--- config.mk ---
export PLATFORM = sky130hd
export DESIGN_NAME = ringMmioNode
export DESIGN_NICKNAME = d
export VERILOG_FILES = /design/src/hdl/ringPkg.sv /design/src/hdl/ringMmioNode.sv /design/src/hdl/mmioSequencer.sv
export SDC_FILE = /design/constraint.sdc
export NUM_CORES = 1
export LEC_CHECK = 0
export BUFFER_PORTS_ARGS = -buffer_cell sky130_fd_sc_hd__buf_4
export CORE_UTILIZATION = 40
export CTS_CLUSTER_SIZE = 28
export DETAILED_ROUTE_END_ITERATION = 7
export HOLD_SLACK_MARGIN = 0.05
export PLACE_DENSITY = 0.68
export SLEW_MARGIN = 30
export SYNTH_ARGS = -nofsm -noshare
export SYNTH_HDL_FRONTEND = slang
export SYNTH_SLANG_ARGS = --single-unit
--- constraint.sdc ---
create_clock -name clock -period 18 [get_ports clock]
set_clock_uncertainty 0.05 [all_clocks]
set_input_delay 3.6 -clock clock [delete_from_list [all_inputs] [get_ports clock]]
set_output_delay 3.6 -clock clock [all_outputs]
set_load 0.03 [all_outputs]
--- src/hdl/ringPkg.sv ---
// ring bus shared definitions: opcodes, mmio status codes, address map and field widths
package ringPkg;

	// slot field widths
	localparam int SeqWidth = 16;
	localparam int AddrWidth = 32;
	localparam int DataWidth = 64;

	// region select lives in the top address nibble
	localparam int RegionWidth = 4;
	localparam logic [RegionWidth-1:0] RegionRom = 4'h0;
	localparam logic [RegionWidth-1:0] RegionMem = 4'h1;
	localparam logic [RegionWidth-1:0] RegionMmio = 4'hF;

	// bits 7:6 are the class: 10 request, 01 response
	typedef enum logic [7:0] {
		opNone = 8'h00, // empty slot
		opLoad = 8'h80,
		opStore = 8'h81,
		opLoadOk = 8'h40, // data holds the read word
		opStoreOk = 8'h41, // data echoes the written word
		opFault = 8'h4F // data is zero
	} ringOp;

	// device answer on the mmio port
	typedef enum logic [1:0] {
		stWait = 2'd0, // still busy
		stDone = 2'd1,
		stErr = 2'd3
	} mmioStatus;

	// region code of an address
	function automatic logic [RegionWidth-1:0] regionOf(logic [AddrWidth-1:0] addr);
		return addr[AddrWidth-1 -: RegionWidth];
	endfunction

	// only load and store are claimable requests
	function automatic logic isRequest(ringOp op);
		return (op == opLoad) || (op == opStore);
	endfunction

endpackage
--- src/hdl/ringMmioNode.sv ---
// MMIO ring stop that turns a request into a held access on the external port
`timescale 1ns/1ns
module ringMmioNode (
	input logic clock,
	input logic arstN,
	input logic [ringPkg::SeqWidth-1:0] seqIn,
	input ringPkg::ringOp opmIn,
	input logic [ringPkg::AddrWidth-1:0] addrIn,
	input logic [ringPkg::DataWidth-1:0] dataIn,
	output logic [ringPkg::SeqWidth-1:0] seqOut,
	output ringPkg::ringOp opmOut,
	output logic [ringPkg::AddrWidth-1:0] addrOut,
	output logic [ringPkg::DataWidth-1:0] dataOut,
	output logic [ringPkg::AddrWidth-1:0] mmioAddr,
	output logic [ringPkg::DataWidth-1:0] mmioOutData,
	output ringPkg::ringOp mmioOpm,
	input logic [ringPkg::DataWidth-1:0] mmioInData,
	input ringPkg::mmioStatus mmioOK
);
	import ringPkg::*;

	logic accept;
	logic capture;
	logic issue;
	logic finish;
	logic failed;
	logic [SeqWidth-1:0] holdSeq; // request held during the access
	ringOp holdOpm;
	logic [AddrWidth-1:0] holdAddr;
	logic [DataWidth-1:0] holdData;
	logic [DataWidth-1:0] rdData; // device read word
	ringOp rspOpm;
	logic [DataWidth-1:0] rspData;

	assign accept = isRequest(opmIn) && (regionOf(addrIn) == RegionMmio);

	mmioSequencer sequencer (
		.clock(clock),
		.arstN(arstN),
		.accept(accept),
		.status(mmioOK),
		.slotFree(opmIn == opNone), // reinsert only into an empty slot
		.capture(capture),
		.issue(issue),
		.finish(finish),
		.failed(failed)
	);

	assign mmioOpm = issue ? holdOpm : opNone;
	assign mmioAddr = holdAddr; // steady for the whole access
	assign mmioOutData = holdData;

	always_ff @(posedge clock)
	begin
		if (capture)
		begin
			holdSeq <= seqIn;
			holdOpm <= opmIn;
			holdAddr <= addrIn;
			holdData <= dataIn;
		end
		if (issue && (mmioOK == stDone))
			rdData <= mmioInData;
	end

	always_comb
	begin
		rspOpm = (holdOpm == opLoad) ? opLoadOk : opStoreOk;
		rspData = (holdOpm == opLoad) ? rdData : holdData; // store echoes
		if (failed)
		begin
			rspOpm = opFault;
			rspData = '0;
		end
	end

	always_ff @(posedge clock or negedge arstN)
	begin
		if (!arstN)
			opmOut <= opNone;
		else if (capture)
			opmOut <= opNone; // request leaves the ring
		else if (finish)
			opmOut <= rspOpm;
		else
			opmOut <= opmIn;
	end

	always_ff @(posedge clock)
	begin
		seqOut <= finish ? holdSeq : seqIn; // tag and address kept from request
		addrOut <= finish ? holdAddr : addrIn;
		dataOut <= finish ? rspData : dataIn;
	end

endmodule

--- src/hdl/mmioSequencer.sv ---
// FSM that runs one MMIO access from issue until the device reports status
`timescale 1ns/1ns
module mmioSequencer (
	input logic clock,
	input logic arstN,
	input logic accept,
	input ringPkg::mmioStatus status,
	input logic slotFree,
	output logic capture,
	output logic issue,
	output logic finish,
	output logic failed
);
	import ringPkg::*;

	typedef enum logic [1:0] {seqIdle, seqAccess, seqReply} seqState;

	seqState state;
	seqState nxtState;

	assign capture = (state == seqIdle) && accept; // claim only when idle
	assign issue = (state == seqAccess); // port held while waiting
	assign finish = (state == seqReply) && slotFree;

	always_comb
	begin
		nxtState = state;
		case (state)
			seqIdle:
			begin
				if (accept)
					nxtState = seqAccess;
			end
			seqAccess:
			begin
				if (status != stWait)
					nxtState = seqReply; // device answered
			end
			seqReply:
			begin
				if (slotFree)
					nxtState = seqIdle;
			end
			default:
				nxtState = seqIdle;
		endcase
	end

	always_ff @(posedge clock or negedge arstN)
	begin
		if (!arstN)
		begin
			state <= seqIdle;
			failed <= 1'b0;
		end
		else
		begin
			state <= nxtState;
			if (capture)
				failed <= 1'b0; // fresh access
			else if (issue && (status != stWait))
				failed <= (status == stErr);
		end
	end

endmodule

### Yosys cells after proc, flatten, opt, wreduce, memory -nomap -nowiden

Cells that the tools add are included.

| storage, ports and cells | value |
|---|---|
| register bits | 307 |
| input bits | 188 |
| output and inout port bits | 224 |

| operators by class | value |
|---|---|
| equal/unequal tests | 11 |
| mux-type cells | 16 |
| reduce and logical (&&, ||, !) cells | 11 |

Operators with widths:

| kind | count |
|---|---|
| $mux 64 | 3 |
| $mux 32 | 1 |
| $eq 8x8->1 const B | 3 |
| $mux 8 | 3 |
| $mux 16 | 1 |
| $logic_not 8->1 | 1 |
| $mux 2 | 3 |
| $ne 2x1->1 const B | 3 |
| $pmux 2 s3 | 1 |
| $logic_and 1x1->1 | 5 |
| $eq 2x1->1 const B | 2 |
| $eq 2x2->1 const B | 2 |
| $eq 4x4->1 const B | 1 |
| $mux 4 | 1 |
| $reduce_bool 2->1 | 2 |
| $mux 1 | 3 |
| $reduce_and 3->1 | 1 |
| $logic_not 2->1 | 1 |
| $logic_or 1x1->1 | 1 |

### Longest topological paths before layout

| logic depth | value |
|---|---|
| depth after elaboration | 5 |
| gate-level depth with buffers | 7 |

### Hierarchy

Synthesis repeated with hierarchy kept, for this count alone.

| unflattened totals | value |
|---|---|
| cells, all modules | 708 |
| area, all modules | 10964.3 µm² |

Modules (own cells, without submodules):

| module | times used | cells an instance | area an instance (µm²) | seq. area each (µm²) |
|---|---|---|---|---|
| ringMmioNode | 1 | 691 | 10786.6 | 7967.6 |
| mmioSequencer | 1 | 17 | 177.7 | 75.1 |

### Worst setup path before layout

OpenSTA, ideal clock, no wires.

| path | value |
|---|---|
| path type | input to register |
| from | in opmIn[6] |
| to | reg holdOpm[0], enable pin |
| data arrival time | 15.526 ns |
| required time | 17.043 ns |
| setup slack | 1.518 ns |
| cell stages on the path | 3 |
| buffers on the path | 0 |
| cells stage by stage | nor4_4 > nand2_1 > nor4_1 |

| between the ends | value |
|---|---|
| cells in the longest elaborated chain, start to end | 4 |
| elaborated cells between the ends (all ways) | 5 |
| classes of those cells | eq/ne (2); reduce/logical (3) |

RTL lines:

| what | RTL line | text |
|---|---|---|
| start: declaration | ringMmioNode.sv:7 | `input ringPkg::ringOp opmIn,` |
| $eq 8x8->1 | ringPkg.sv:39 | `return (op == opLoad) \|\| (op == opStore);` |
| $logic_or 1x1->1 * | ringPkg.sv:39 |  |
| $logic_and 1x1->1 * | ringMmioNode.sv:35 | `assign accept = isRequest(opmIn) && (regionOf(addrIn) == RegionMmio);` |
| $logic_and 1x1->1 * | mmioSequencer.sv:21 | `assign capture = (state == seqIdle) && accept;` |
| named net capture | ringMmioNode.sv:23 | `logic capture;` |
| end signal: assignment | ringMmioNode.sv:58 | `holdOpm <= opmIn;` |
| end: declaration | ringMmioNode.sv:28 | `ringOp holdOpm;` |

The timed path passes the listed nets; every way through them passes the cells marked *.
A chain may end at the register's enable or synchronous reset.

### Final worst setup path

| path | value |
|---|---|
| from | in opmIn[6] |
| to | reg holdOpm[1], enable pin |

The elaborated chain is that of the path after synthesis.

==> Flow_metrics.wiki <==
{| class="wikitable"
! Metric !! Value
|-
| Yosys synthesis warning count || 0
|-
| Hold bufs inserted after CTS || 0
|-
| Leak || 6.770 nW
|-
| Total setup buffers inserted after CTS || 0
|-
| Critical path startpoint category || input port
|-
| Mean cell area of the mapped netlist || 14.27 um^2
|-
| Commonest cells after routing, fill and taps aside || sky130_fd_sc_hd__buf_4, sky130_fd_sc_hd__nand2_1, sky130_fd_sc_hd__edfxtp_1
|-
| Pin count of the biggest net entering global routing || 66
|-
| Cells after synthesis || 719
|-
| TritonCTS Buffers || 31
|-
| Avg Vias per Cell || 4.763
|-
| Biggest area contributors in the synthesized netlist || sky130_fd_sc_hd__edfxtp_1, sky130_fd_sc_hd__dfxtp_1, sky130_fd_sc_hd__nand2_1
|-
| P per Cell Area || 102.4 mW/mm^2
|-
| Top cell type's share of synthesized area || 53.83%
|-
| Number of distinct standard cells referenced by the synthesized netlist || 27
|-
| Clock latency of the later-clocked register in the worst-skew pair || 0.54 ns
|-
| Relative slew margins || 39.64%
|-
| Worst hold path cell count || 2
|-
| First DRT Iteration DRCs || 444
|-
| Width of the chip || 162.2 um
|-
| Total number of vias || 7102
|-
| Prevailing post-synth register cell || sky130_fd_sc_hd__edfxtp_1
|-
| Wire length of the first global-routing pass || 41.13 mm
|-
| Outcome || finished clean
|-
| RSZ-0062 raised after global routing || false
|-
| Initial DRT Pass Iterations || 5
|-
| Seq/Total Area, Yosys || 78.36%
|-
| Most common cell after layout, fill and taps aside || sky130_fd_sc_hd__buf_4
|-
| Number of flops mapped to enable cells by yosys || 184
|-
| Number of nets produced by synthesis || 907
|-
| Count of endpoints failing setup in the final report || 0
|-
| Minimum setup slack among reg-to-reg paths || 14.92 ns
|-
| Cell type with the highest aggregate area in the netlist || sky130_fd_sc_hd__edfxtp_1
|-
| FF+latch count, synth || 307
|-
| RD Place Congestion || 0.8027
|-
| Antenna-violating nets left || 0
|-
| Total number of nets in the final design || 1325
|-
| Initial Utilization || 40.76%
|-
| Highest attainable clock frequency || 169.6 MHz
|-
| Number of cell instances on the worst register-to-register path || 5
|-
| Worst-path fanout max || 57
|-
| Post-synth ARST share || 3.583%
|-
| Top-level I/O count || 412
|-
| Final critical-path setup slack || 12.10 ns
|-
| Synthesis-to-layout area growth || 42.98%
|-
| Number of instances resized during post-cts repair || 0
|-
| Detailed placer's ending HPWL || 19.56 mm
|-
| Number of global-route vias before repair || 7208
|-
| Routed WL per cell || 18.97 um
|-
| Overflow left after global routing || 0
|-
| Clock sink count || 307
|-
| Share of final-layout standard cells stronger than drive strength 1 || 41.52%
|-
| Number of hold-slack violations in the final timing report || 0
|-
| Buffer depth of the longest clock path || 3
|-
| Transition time of the tightest slew-check pin || 0.9032 ns
|-
| Number of pins with negative max-slew slack in the final report || 0
|-
| Post-placement setup slack || 11.56 ns
|-
| Required time at the worst-slack endpoint || 18.12 ns
|-
| Overall die height || 162.2 um
|-
| Ant. Diodes || 0
|-
| Number of violations of the max-capacitance limit || 0
|-
| Input/output buffers || 411
|-
| Worst EP arrival || 6.02 ns
|-
| Row cnt || 58
|-
| Die ar. || 0.02630 mm^2
|-
| HP Class || reg2reg
|-
| Worst vdd rail ir drop || 73.42 uV
|-
| Final wirelength || 28.29 mm
|-
| Total Neg Setup Slack || 0 ns
|-
| Total GRT Usage || 20.50%
|-
| CTS clock-pin slew for the worst setup and hold paths || 0.06 ns
|-
| Post-route fraction of the period consumed by the critical path || 32.76%
|-
| Placeable core area || 0.02518 mm^2
|-
| Period minus WS final || 5.897 ns
|-
| Post-synthesis cell area || 0.01026 mm^2
|-
| Antenna violations before repair || 0
|-
| Drt drc || 0
|-
| CTS tree || built
|-
| Type of destination of the critical path || register
|-
| WS Path Type || in2reg
|-
| Master cell of the clock root buffer || sky130_fd_sc_hd__clkbuf_16
|-
| Maximum level of the CTS H-tree || 1
|}
==> cell usage after synthesis, types with 3 or more instances <==
library cell	instances
sky130_fd_sc_hd__a21o_1	4
sky130_fd_sc_hd__nand2b_1	3
sky130_fd_sc_hd__o21ai_0	7
sky130_fd_sc_hd__buf_2	11
sky130_fd_sc_hd__nor2_1	4
sky130_fd_sc_hd__dfrtp_1	11
sky130_fd_sc_hd__o21ai_2	7
sky130_fd_sc_hd__buf_6	7
sky130_fd_sc_hd__o21ai_1	53
sky130_fd_sc_hd__clkbuf_1	16
sky130_fd_sc_hd__dfxtp_1	112
sky130_fd_sc_hd__mux2i_1	64
sky130_fd_sc_hd__nand2_1	210
sky130_fd_sc_hd__edfxtp_1	184
sky130_fd_sc_hd__and2_1	8
==> report_power, final <==
| group | internal, mW | switching (mW) | total, mW |
|---|---|---|---|
| Clock | 0.375 | 0.258 | 0.633 |
| Sequential | 0.759 | 0.00503 | 0.764 |
| Combinational | 0.0497 | 0.0561 | 0.106 |
| Total | 1.18 | 0.319 | 1.50 |
==> final cells by class <==
cell class | instances | area (um^2)
multi-input combinational | 375 | 2037
fill | 2071 | 10510
timing repair buffer | 420 | 3153
clock buffer | 47 | 947.2
clock inverter | 10 | 75.07
inverter | 2 | 7.507
sequential | 307 | 8043
tap | 330 | 412.9
==> registers in the layout, indices dropped and copies added (netlist names), 8 cells and up <==
signal and cells:
addrOut 32, dataOut 64, seqOut 16, holdSeq 16
holdOpm 8, mmioOutData 64, opmOut 8, rdData 64
mmioAddr 32
==> per-stage QoR <==
step           total power, mW  std cells  hold WS, ns  utilization [%]  instance area [um^2]
3_5_place_dp            0.8852       1434       0.3729            54.22                 13650
4_1_cts                  1.517       1491       0.3890            58.28                 14680
6_report                 1.503       1491       0.3825            58.28                 14680
5_1_grt                  1.550       1491       0.4162            58.28                 14680
3_3_place_gp            0.8830       1434       0.3675            54.22                 13650
2_1_floorplan           0.8204        719       0.3581                -                 10260
==> worst paths after layout <==
path	from	endpoint
min in group asynchronous	arstN	opmOut[5]
min	holdSeq[13]	seqOut[13]
max in group asynchronous	arstN	opmOut[7]
max	opmIn[6]	holdOpm[1]
min reg2reg	holdSeq[13]	seqOut[13]
max reg2reg	sequencer.state[0]	holdOpm[1]
==> layer usage <==
| layer | vias to the layer above | GRT usage [%] | share of wire (%) |
|---|---|---|---|
| li1 | 3334 | - | - |
| met3 | 40 | 6.333 | 9.4 |
| met4 | 0 | 5.317 | 2.4 |
| met5 | - | 0 | 0 |
| met1 | 3407 | 24.30 | 38 |
| met2 | 321 | 35.95 | 50 |
==> cell families after synthesis <==
family / count (synthesis) / share of synthesized area [%]
AO/OA/AOI/OAI: 74 / 3.974
multiplexers: 64 / 6.242
AND/OR/NAND/NOR: 237 / 9.387
flip-flops: 307 / 78.36
buffers and inverters: 37 / 2.036
==> worst max-delay path, cell delays in order <==
cell and delay [ns]:
sky130_fd_sc_hd__buf_4 0.13, sky130_fd_sc_hd__nor4_4 0.38, sky130_fd_sc_hd__nand2_1 0.11, sky130_fd_sc_hd__nor4_2 0.27, sky130_fd_sc_hd__buf_4 0.66, sky130_fd_sc_hd__buf_4 0.77
Note: power is estimated with default switching activity, not from simulation.
