--- src/hdl/ringPkg.sv ---
// ring bus shared definitions: opcodes, mmio status codes, address map and field widths
package ringPkg;

	// slot field widths
	localparam int SeqWidth = 16;
	localparam int AddrWidth = 32;
	localparam int DataWidth = 64;

	// region select lives in the top address nibble
	localparam int RegionWidth = 4;
	localparam logic [RegionWidth-1:0] RegionRom = 4'h0;
	localparam logic [RegionWidth-1:0] RegionMem = 4'h1;
	localparam logic [RegionWidth-1:0] RegionMmio = 4'hF;

	// bits 7:6 are the class: 10 request, 01 response
	typedef enum logic [7:0] {
		opNone = 8'h00, // empty slot
		opLoad = 8'h80,
		opStore = 8'h81,
		opLoadOk = 8'h40, // data holds the read word
		opStoreOk = 8'h41, // data echoes the written word
		opFault = 8'h4F // data is zero
	} ringOp;

	// device answer on the mmio port
	typedef enum logic [1:0] {
		stWait = 2'd0, // still busy
		stDone = 2'd1,
		stErr = 2'd3
	} mmioStatus;

	// region code of an address
	function automatic logic [RegionWidth-1:0] regionOf(logic [AddrWidth-1:0] addr);
		return addr[AddrWidth-1 -: RegionWidth];
	endfunction

	// only load and store are claimable requests
	function automatic logic isRequest(ringOp op);
		return (op == opLoad) || (op == opStore);
	endfunction

endpackage
--- src/hdl/ringMemNode.sv ---
// local memory ring stop holding one request while the access latency runs
`timescale 1ns/1ns
module ringMemNode #(
	parameter int MemWords = 64,
	parameter int MemLatency = 4
) (
	input logic clock,
	input logic arstN,
	input logic [ringPkg::SeqWidth-1:0] seqIn,
	input ringPkg::ringOp opmIn,
	input logic [ringPkg::AddrWidth-1:0] addrIn,
	input logic [ringPkg::DataWidth-1:0] dataIn,
	output logic [ringPkg::SeqWidth-1:0] seqOut,
	output ringPkg::ringOp opmOut,
	output logic [ringPkg::AddrWidth-1:0] addrOut,
	output logic [ringPkg::DataWidth-1:0] dataOut
);
	import ringPkg::*;

	localparam int IdxWidth = $clog2(MemWords);

	typedef enum logic [1:0] {holdEmpty, holdWait, holdReady} holdState;

	holdState state;
	logic [DataWidth-1:0] mem [MemWords]; // local data array
	logic [IdxWidth-1:0] idx; // word index above the byte offset
	logic capture; // request taken into the holder
	logic insert; // response put into a free slot
	logic timerBusy;
	logic timerDone;

	// pending request holder
	logic [SeqWidth-1:0] holdSeq;
	ringOp holdOpm; // already the response opcode
	logic [AddrWidth-1:0] holdAddr;
	logic [DataWidth-1:0] holdData;

	// slot going into the output register
	logic [SeqWidth-1:0] nxtSeq;
	ringOp nxtOpm;
	logic [AddrWidth-1:0] nxtAddr;
	logic [DataWidth-1:0] nxtData;

	assign idx = addrIn[3 +: IdxWidth];
	assign capture = (state == holdEmpty) && !timerBusy && isRequest(opmIn)
		&& (regionOf(addrIn) == RegionMem);
	assign insert = (state == holdReady) && (opmIn == opNone); // only into empty slots

	accessTimer #(.Cycles(MemLatency)) timer (
		.clock(clock),
		.arstN(arstN),
		.start(capture),
		.busy(timerBusy),
		.done(timerDone)
	);

	always_ff @(posedge clock or negedge arstN)
	begin
		if (!arstN)
			state <= holdEmpty;
		else if (capture)
			state <= holdWait;
		else if ((state == holdWait) && timerDone)
			state <= holdReady; // latency served
		else if (insert)
			state <= holdEmpty;
	end

	// array access happens at capture, the timer only models latency
	always_ff @(posedge clock)
	begin
		if (capture)
		begin
			holdSeq <= seqIn;
			holdAddr <= addrIn;
			if (opmIn == opStore)
			begin
				mem[idx] <= dataIn;
				holdOpm <= opStoreOk;
				holdData <= dataIn; // echo
			end
			else
			begin
				holdOpm <= opLoadOk;
				holdData <= mem[idx];
			end
		end
	end

	always_comb
	begin
		nxtSeq = seqIn; // default is pass through
		nxtOpm = opmIn;
		nxtAddr = addrIn;
		nxtData = dataIn;
		if (capture)
		begin
			nxtSeq = '0; // slot freed
			nxtOpm = opNone;
			nxtAddr = '0;
			nxtData = '0;
		end
		else if (insert)
		begin
			nxtSeq = holdSeq;
			nxtOpm = holdOpm;
			nxtAddr = holdAddr;
			nxtData = holdData;
		end
	end

	always_ff @(posedge clock or negedge arstN)
	begin
		if (!arstN)
			opmOut <= opNone;
		else
			opmOut <= nxtOpm;
	end

	always_ff @(posedge clock)
	begin
		seqOut <= nxtSeq;
		addrOut <= nxtAddr;
		dataOut <= nxtData;
	end

endmodule

--- src/hdl/accessTimer.sv ---
// down-counter that flags the end of a fixed access latency
`timescale 1ns/1ns
module accessTimer #(
	parameter int Cycles = 4
) (
	input logic clock,
	input logic arstN,
	input logic start,
	output logic busy,
	output logic done
);
	localparam int CntWidth = $clog2(Cycles + 1);

	logic [CntWidth-1:0] count; // cycles left, zero when idle

	assign busy = (count != '0);

	always_ff @(posedge clock or negedge arstN)
	begin
		if (!arstN)
		begin
			count <= '0;
			done <= 1'b0;
		end
		else
		begin
			done <= 1'b0; // single cycle pulse
			if (start && !busy)
				count <= CntWidth'(Cycles); // a start while busy is dropped
			else if (busy)
			begin
				count <= count - 1'b1;
				done <= (count == CntWidth'(1)); // reaching zero
			end
		end
	end

endmodule

--- config.mk ---
export PLATFORM = sky130hd
export DESIGN_NAME = ringMemNode
export DESIGN_NICKNAME = d
export VERILOG_FILES = /design/src/hdl/ringPkg.sv /design/src/hdl/ringMemNode.sv /design/src/hdl/accessTimer.sv
export SDC_FILE = /design/constraint.sdc
export NUM_CORES = 2
export LEC_CHECK = 0
export BUFFER_PORTS_ARGS = -buffer_cell sky130_fd_sc_hd__clkbuf_2
export CORE_MARGIN = 2
export CORE_UTILIZATION = 40
export CTS_CLUSTER_SIZE = 28
export DETAILED_ROUTE_END_ITERATION = 10
export PLACE_DENSITY = 0.64
export SLEW_MARGIN = 10
export SYNTH_ARGS = -nofsm -noshare
export SYNTH_HDL_FRONTEND = slang
export SYNTH_SLANG_ARGS = --single-unit
--- constraint.sdc ---
create_clock -name clock -period 5.24 [get_ports clock]
set_input_delay 1.048 -clock clock [delete_from_list [all_inputs] [get_ports clock]]
set_output_delay 1.048 -clock clock [all_outputs]
set_load 0.02 [all_outputs]
Word level (Yosys, flattened, before mapping)
Memory sizes are Yosys's and may differ from the RTL's. A register that Yosys moved wholly into a read port is not among the register bits.
Cells that the tools add are included.
Widths: inputs -> output; s select.
{"block": "word_totals", "output_inout_bits": 120, "mem_count": 1, "mem_bits_rw": 4096, "latchBits": 0, "elab_cells": 47, "mem_bits_ro": 0, "reg_bits": 182}
{"memory": "mem", "depth": 64, "width": 64, "read_ports": 1, "rd_ports_with_merged_regs": 1, "write_ports": 1, "line": "ringMemNode.sv:25", "text": "logic [DataWidth-1:0] mem [MemWords];"}
{"block": "op_classes", "bitwise_logic": 0, "shifts": 0, "addsub": 1, "n_reduce_logical": 13, "n_mul": 0, "div_mod_pow": 0, "n_eq_ne": 6, "n_mux": 16, "order_cmp": 0}
{"operator": "$mux 64", "n": 1}
{"operator": "$mux 32", "n": 1}
{"operator": "$eq 8x8->1 const B", "n": 2}
{"operator": "$mux 16", "n": 1}
{"operator": "$mux 8", "n": 2}
{"operator": "$logic_not 8->1", "n": 1}
{"operator": "$logic_and 1x1->1", "n": 6}
{"operator": "$mux 1", "n": 6}
{"operator": "$mux 2", "n": 3}
{"operator": "$mux 3", "n": 2}
{"operator": "$reduce_bool 3->1", "n": 2}
{"operator": "$eq 4x1->1 const B", "n": 1}
{"operator": "$eq 3x1->1 const B", "n": 1}
{"operator": "$sub 3x1->3 const B", "n": 1}
{"operator": "$eq 2x1->1 const B", "n": 1}
{"operator": "$eq 2x2->1 const B", "n": 1}
{"operator": "$logic_not 2->1", "n": 1}
{"operator": "$reduce_bool 2->1", "n": 1}
{"operator": "$logic_not 1->1", "n": 1}
{"operator": "$logic_or 1x1->1", "n": 1}

Depth between registers and ports, before layout
{"block": "logic_depth", "ltp_word": 7, "mapped_depth": 12, "depth_no_buf": 8}

By module
From an unflattened synthesis, not the netlist that was laid out.
{"block": "unflattened", "hier_cells": 8812, "area_unflattened_um2": 165596.3}
{"module": "ringMemNode", "cells_per_inst": 8794, "instances": 1, "area_per_inst_um2": 165378.6}
{"module": "accessTimer", "cells_per_inst": 18, "instances": 1, "area_per_inst_um2": 217.7}

Least setup slack after synthesis
No wires, ideal clock.
{"block": "synth_timing", "path_kind": "input -> register", "start": "input port addrIn[29] in the netlist's numbering", "end": "register holdAddr[0], enable pin", "path_stages": 4, "required_ps": 4718, "arrival_ps": 5573, "setup_slack_ps": -854, "path_buffers": 1, "path_cell_list": "or4b_1 > or4_4 > nor2_1 > clkbuf_1"}
{"block": "synth_between", "elab_chain_cells": 2}
{"element": "start, declared", "line": "ringMemNode.sv:11", "text": "input logic [ringPkg::AddrWidth-1:0] addrIn,"}
{"element": "$eq 4x1->1", "line": "ringMemNode.sv:46", "text": "&& (regionOf(addrIn) == RegionMem);"}
{"element": "$logic_and 1x1->1", "line": "ringMemNode.sv:46"}
{"element": "via capture", "line": "ringMemNode.sv:27", "text": "logic capture;"}
{"element": "end signal, assigned", "line": "ringMemNode.sv:75", "text": "holdAddr <= addrIn;"}
{"element": "end, declared", "line": "ringMemNode.sv:35", "text": "logic [AddrWidth-1:0] holdAddr;"}
The timed path passes the listed nets, and every way through them passes these cells.
A chain may end at the register's enable or synchronous reset.

Worst setup path in the final report
{"block": "layout_timing", "start": "register timer.count[1]", "end": "memory mem[38][11], enable pin"}
{"block": "layout_between", "elab_chain_cells": 7}
{"element": "start, declared", "line": "accessTimer.sv:14", "text": "logic [CntWidth-1:0] count;"}
{"element": "start signal, assigned", "line": "accessTimer.sv:29", "text": "count <= CntWidth'(Cycles);"}
{"element": "start signal, assigned", "line": "accessTimer.sv:32", "text": "count <= count - 1'b1;"}
{"element": "$reduce_bool 3->1", "line": "accessTimer.sv:16", "text": "assign busy = (count != '0);"}
{"element": "$logic_not 1->1", "line": "ringMemNode.sv:45", "text": "assign capture = (state == holdEmpty) && !timerBusy && isRequest(opmIn)"}
{"element": "$logic_and 1x1->1 (2 in a row)", "line": "ringMemNode.sv:45"}
{"element": "$logic_and 1x1->1", "line": "ringMemNode.sv:46"}
{"element": "$mux 1", "line": "ringMemNode.sv:72", "text": "if (capture)"}
{"element": "$mux 1 (implied by the code)", "line": "ringMemNode.sv:78", "text": "mem[idx] <= dataIn;"}
{"element": "end, declared", "line": "ringMemNode.sv:25"}
Every way passes these cells.

==> impl_metrics.env <==
export IMPL_status="completed"
export IMPL_cts_tree="built"
export IMPL_regToRegStartpoint="timer.count[1]"
export IMPL_path_max_fanout=39
export IMPL_fill_cells=33800
export IMPL_fin_cells=15200
export IMPL_synth_edf_count=4209
export IMPL_core_area_sq_um=410000
export IMPL_grtUsageTotal_pct=27.3
export IMPL_cp_arrival_ps=4940
export IMPL_hold_depth=1
export IMPL_worstSetupPathType="flip-flop to flip-flop"
export IMPL_rsz0062_at_grt="no"
export IMPL_h_tree_depth=5
export IMPL_finalSetupTns_ps=0
export IMPL_ys_seq_area_share_pct=78.3
export IMPL_avgSynthCellArea_sq_um=18.8
export IMPL_clock_root_buffer="clkbuf_16"
export IMPL_drcViolationCount=0
export IMPL_max_freq_ghz=0.231
export IMPL_peakVddDrop_v=0.000276
export IMPL_start_util_pct=40.2
export IMPL_drv_slew=0
export IMPL_synth_distinct_cells=71
export IMPL_routedWlPerCell_um=38.4
export IMPL_hp_start="opmIn[5]"
export IMPL_critPathLaunchType="flip-flop"
export IMPL_fin_crit_ps=4340
export IMPL_synth_net_count=8888
export IMPL_min_path_type="primary input to flip-flop"
export IMPL_endpoint_kind="flip-flop"
export IMPL_drv_cap=0
export IMPL_dp_hpwl_um=321000
export IMPL_max_slew_worst_pin_slew_ps=1310
export IMPL_clk_path_buf_depth=4
export IMPL_hold_viol=0
export IMPL_r2r_end="mem[38][11]"
export IMPL_yosys_warnings=0
export IMPL_drive_gt1_share_pct=22.4
export IMPL_ys_ff_latch=4335
export IMPL_critical_path_top_delay_family="simple AND/OR/NAND/NOR gates"
export IMPL_p_per_area_nw_per_um2=376
export IMPL_p_total_uw=71800
export IMPL_fin_skew_ps=54.5
export IMPL_clock_latency_ps=1000
export IMPL_grt_max_degree=92
export IMPL_rrSetupSlack_ps=900
export IMPL_avgViaCountPerCell=6.47
export IMPL_antenna_found_initial=45
export IMPL_row_count=235
export IMPL_synthFlopType="edfxtp_1"
export IMPL_final_area_sq_um=191000
export IMPL_drtPass1Iterations=7
export IMPL_num_io_pins=242
export IMPL_placed_cells=14400
export IMPL_vias=98500
export IMPL_die_h_um=646
export IMPL_drt_iter0_drc=18000
export IMPL_max_slew_margin_rel_pct=12.7
export IMPL_nets=9502
export IMPL_grt_overflow_total=0
export IMPL_grt_pass1_wl_um=789000
export IMPL_post_cts_buffers=0
export IMPL_cts_sinks=4335
export IMPL_gp_congestion=0.849
export IMPL_dieArea_sq_um=417000
export IMPL_syn_to_final_growth_pct=15.8
export IMPL_antenna_left=0
export IMPL_synthArstFlopShare_pct=0.323
export IMPL_cp_slowest_stage_delay_ps=600
export IMPL_dieWidth_um=646
export IMPL_cellLeakagePower_uw=0.0610
export IMPL_setup_viol=0
export IMPL_path_cells="inv_1 > ha_1 > nand2b_1 > or4_4 > nor3_2 > buf_4 > nand2_1 > nor2_4 > buf_12"
export IMPL_holdPathEnd="opmOut[5]"
export IMPL_path_buf_inv=3
export IMPL_dpl_cell_area_sq_um=177000
export IMPL_reg2reg_depth=9
export IMPL_portBuffers=241
export IMPL_grt_pass1_vias=94000
export IMPL_crit_slowest_cell="nor3_2"
export IMPL_netlist_instances=8763
export IMPL_crit_path_start="timer.count[1]"
export IMPL_cp_required_ps=5850
export IMPL_cts_buffers=427
export IMPL_wirelength_um=585000
export IMPL_syn_area_sq_um=165000
export IMPL_regArea_sq_um=129000
export IMPL_multiInputGateArea_sq_um=33600
export IMPL_path_clk_slew_ps=60
export IMPL_period_share_pct=82.7
[cells in the mapped netlist, types with 46 or more instances]
library cell	instances	share of area, %
edfxtp_1	4209	77
nand2_1	460	1.0
mux2i_1	438	2.7
a221oi_1	434	2.3
mux2_2	355	2.4
mux4_2	337	4.6
nor2_1	291	0.66
a21oi_1	290	0.88
a22oi_1	290	1.3
buf_2	255	0.77
clkbuf_1	246	0.56
o22ai_1	228	0.87
o21ai_0	144	0.44
dfxtp_1	112	1.4
a221o_1	83	0.50
buf_1	66	0.15
o2bb2ai_1	57	0.30
a22o_1	47	0.25
o221ai_1	47	0.25
a31oi_1	46	0.17
[report_power, final]
part / total, uW / switching [uW] / internal, uW
clock: 29600 / 13100 / 16500
sequential: 38100 / 30.5 / 38100
combinational: 4030 / 2780 / 1250
total: 71800 / 15900 / 55800
[how the worst max path moves through the flow]
stage | slack (ps) | cells past startpoint | end
2_1_floorplan | -720 | 7 | mem[24][0]
3_3_place_gp | 220 | 8 | mem[37][7]
3_5_place_dp | 180 | 8 | mem[37][41]
4_1_cts | 1080 | 9 | mem[38][13]
5_1_grt | 960 | 9 | mem[39][58]
6_report | 900 | 9 | mem[38][11]
[stage by stage]
step	hold WS (ps)	setup WS [ps]	util [%]
floorplan	408	-716	-
global placement	429	216	43.3
detailed placement	434	177	43.3
global route	195	964	46.6
CTS	153	1080	46.5
finish	213	904	46.6
[registers in the layout, indices dropped and copies added, names as in the netlist]
signal and cells:
mem 4096, dataOut 64, holdData 64, addrOut 32, holdAddr 32, holdSeq 16, seqOut 16, opmOut 8
timer.count 3, state 2, holdOpm 1, timer.done 1
[cells in the final DEF, fill, tap and decap left out, types with 10 or more instances in the layout]
master / count
clkbuf_2: 237
o2111ai_1: 14
clkinv_2: 62
buf_12: 199
mux4_2: 337
buf_4: 356
a22o_1: 47
diode_2: 52
o21ai_0: 144
clkbuf_1: 111
clkbuf_8: 17
nor2_1: 219
clkbuf_16: 434
nand2_1: 457
edfxtp_1: 4209
mux2i_1: 438
o221ai_1: 47
a211oi_1: 11
a221oi_1: 434
nand3_1: 10
o2bb2ai_1: 57
nor2_4: 70
a222oi_1: 17
o22ai_1: 228
a221o_1: 83
o32a_1: 17
dfrtp_1: 14
clkinv_1: 96
a31oi_1: 46
o22a_1: 45
a21oi_1: 290
nand2b_1: 10
dfxtp_1: 112
a2111oi_0: 12
bufinv_16: 22
a22oi_1: 290
mux2_2: 355
[routing by layer]
metal / vias up / routed length [um] / part of all wire [%] / global-route usage (%)
li1: 37600 / - / - / -
met5: - / 144 / 0.025 / 0
met4: 22 / 36400 / 6.2 / 14.9
met1: 50700 / 204000 / 35 / 35.3
met3: 1708 / 77900 / 13 / 6.70
met2: 8539 / 266000 / 46 / 42.5
[final cells by class]
class | count | area share (%)
clock buffer | 562 | 6.03
antenna | 52 | 0.0682
inverter | 7 | 0.0256
timing repair buffer | 797 | 4.14
sequential | 4335 | 67.6
clock inverter | 215 | 0.955
tap | 5451 | 3.57
multi-input combinational | 3809 | 17.6
[kinds of logic (layout without fill, tap and decap cells)]
family          count (synthesis)  in the layout  synth area share, %
buf+inv                       619           1581                 1.72
simple gates                  841            841                 2.06
compound gates               1834           1834                 8.22
other cells                     0             52                    0
mux                          1130           1130                 9.69
fa+ha+maj                       3              3               0.0228
flops                        4335           4335                 78.3
xor+xnor                        1              1              0.00532
[timing repair]
action / in CTS / in global routing
hold buffers: 1 / 0
resized for setup: 0 / 0
setup endpoints to repair: 0 / 0
hold endpoints to repair: 14 / 0
Power figures use the tool's default switching activity.
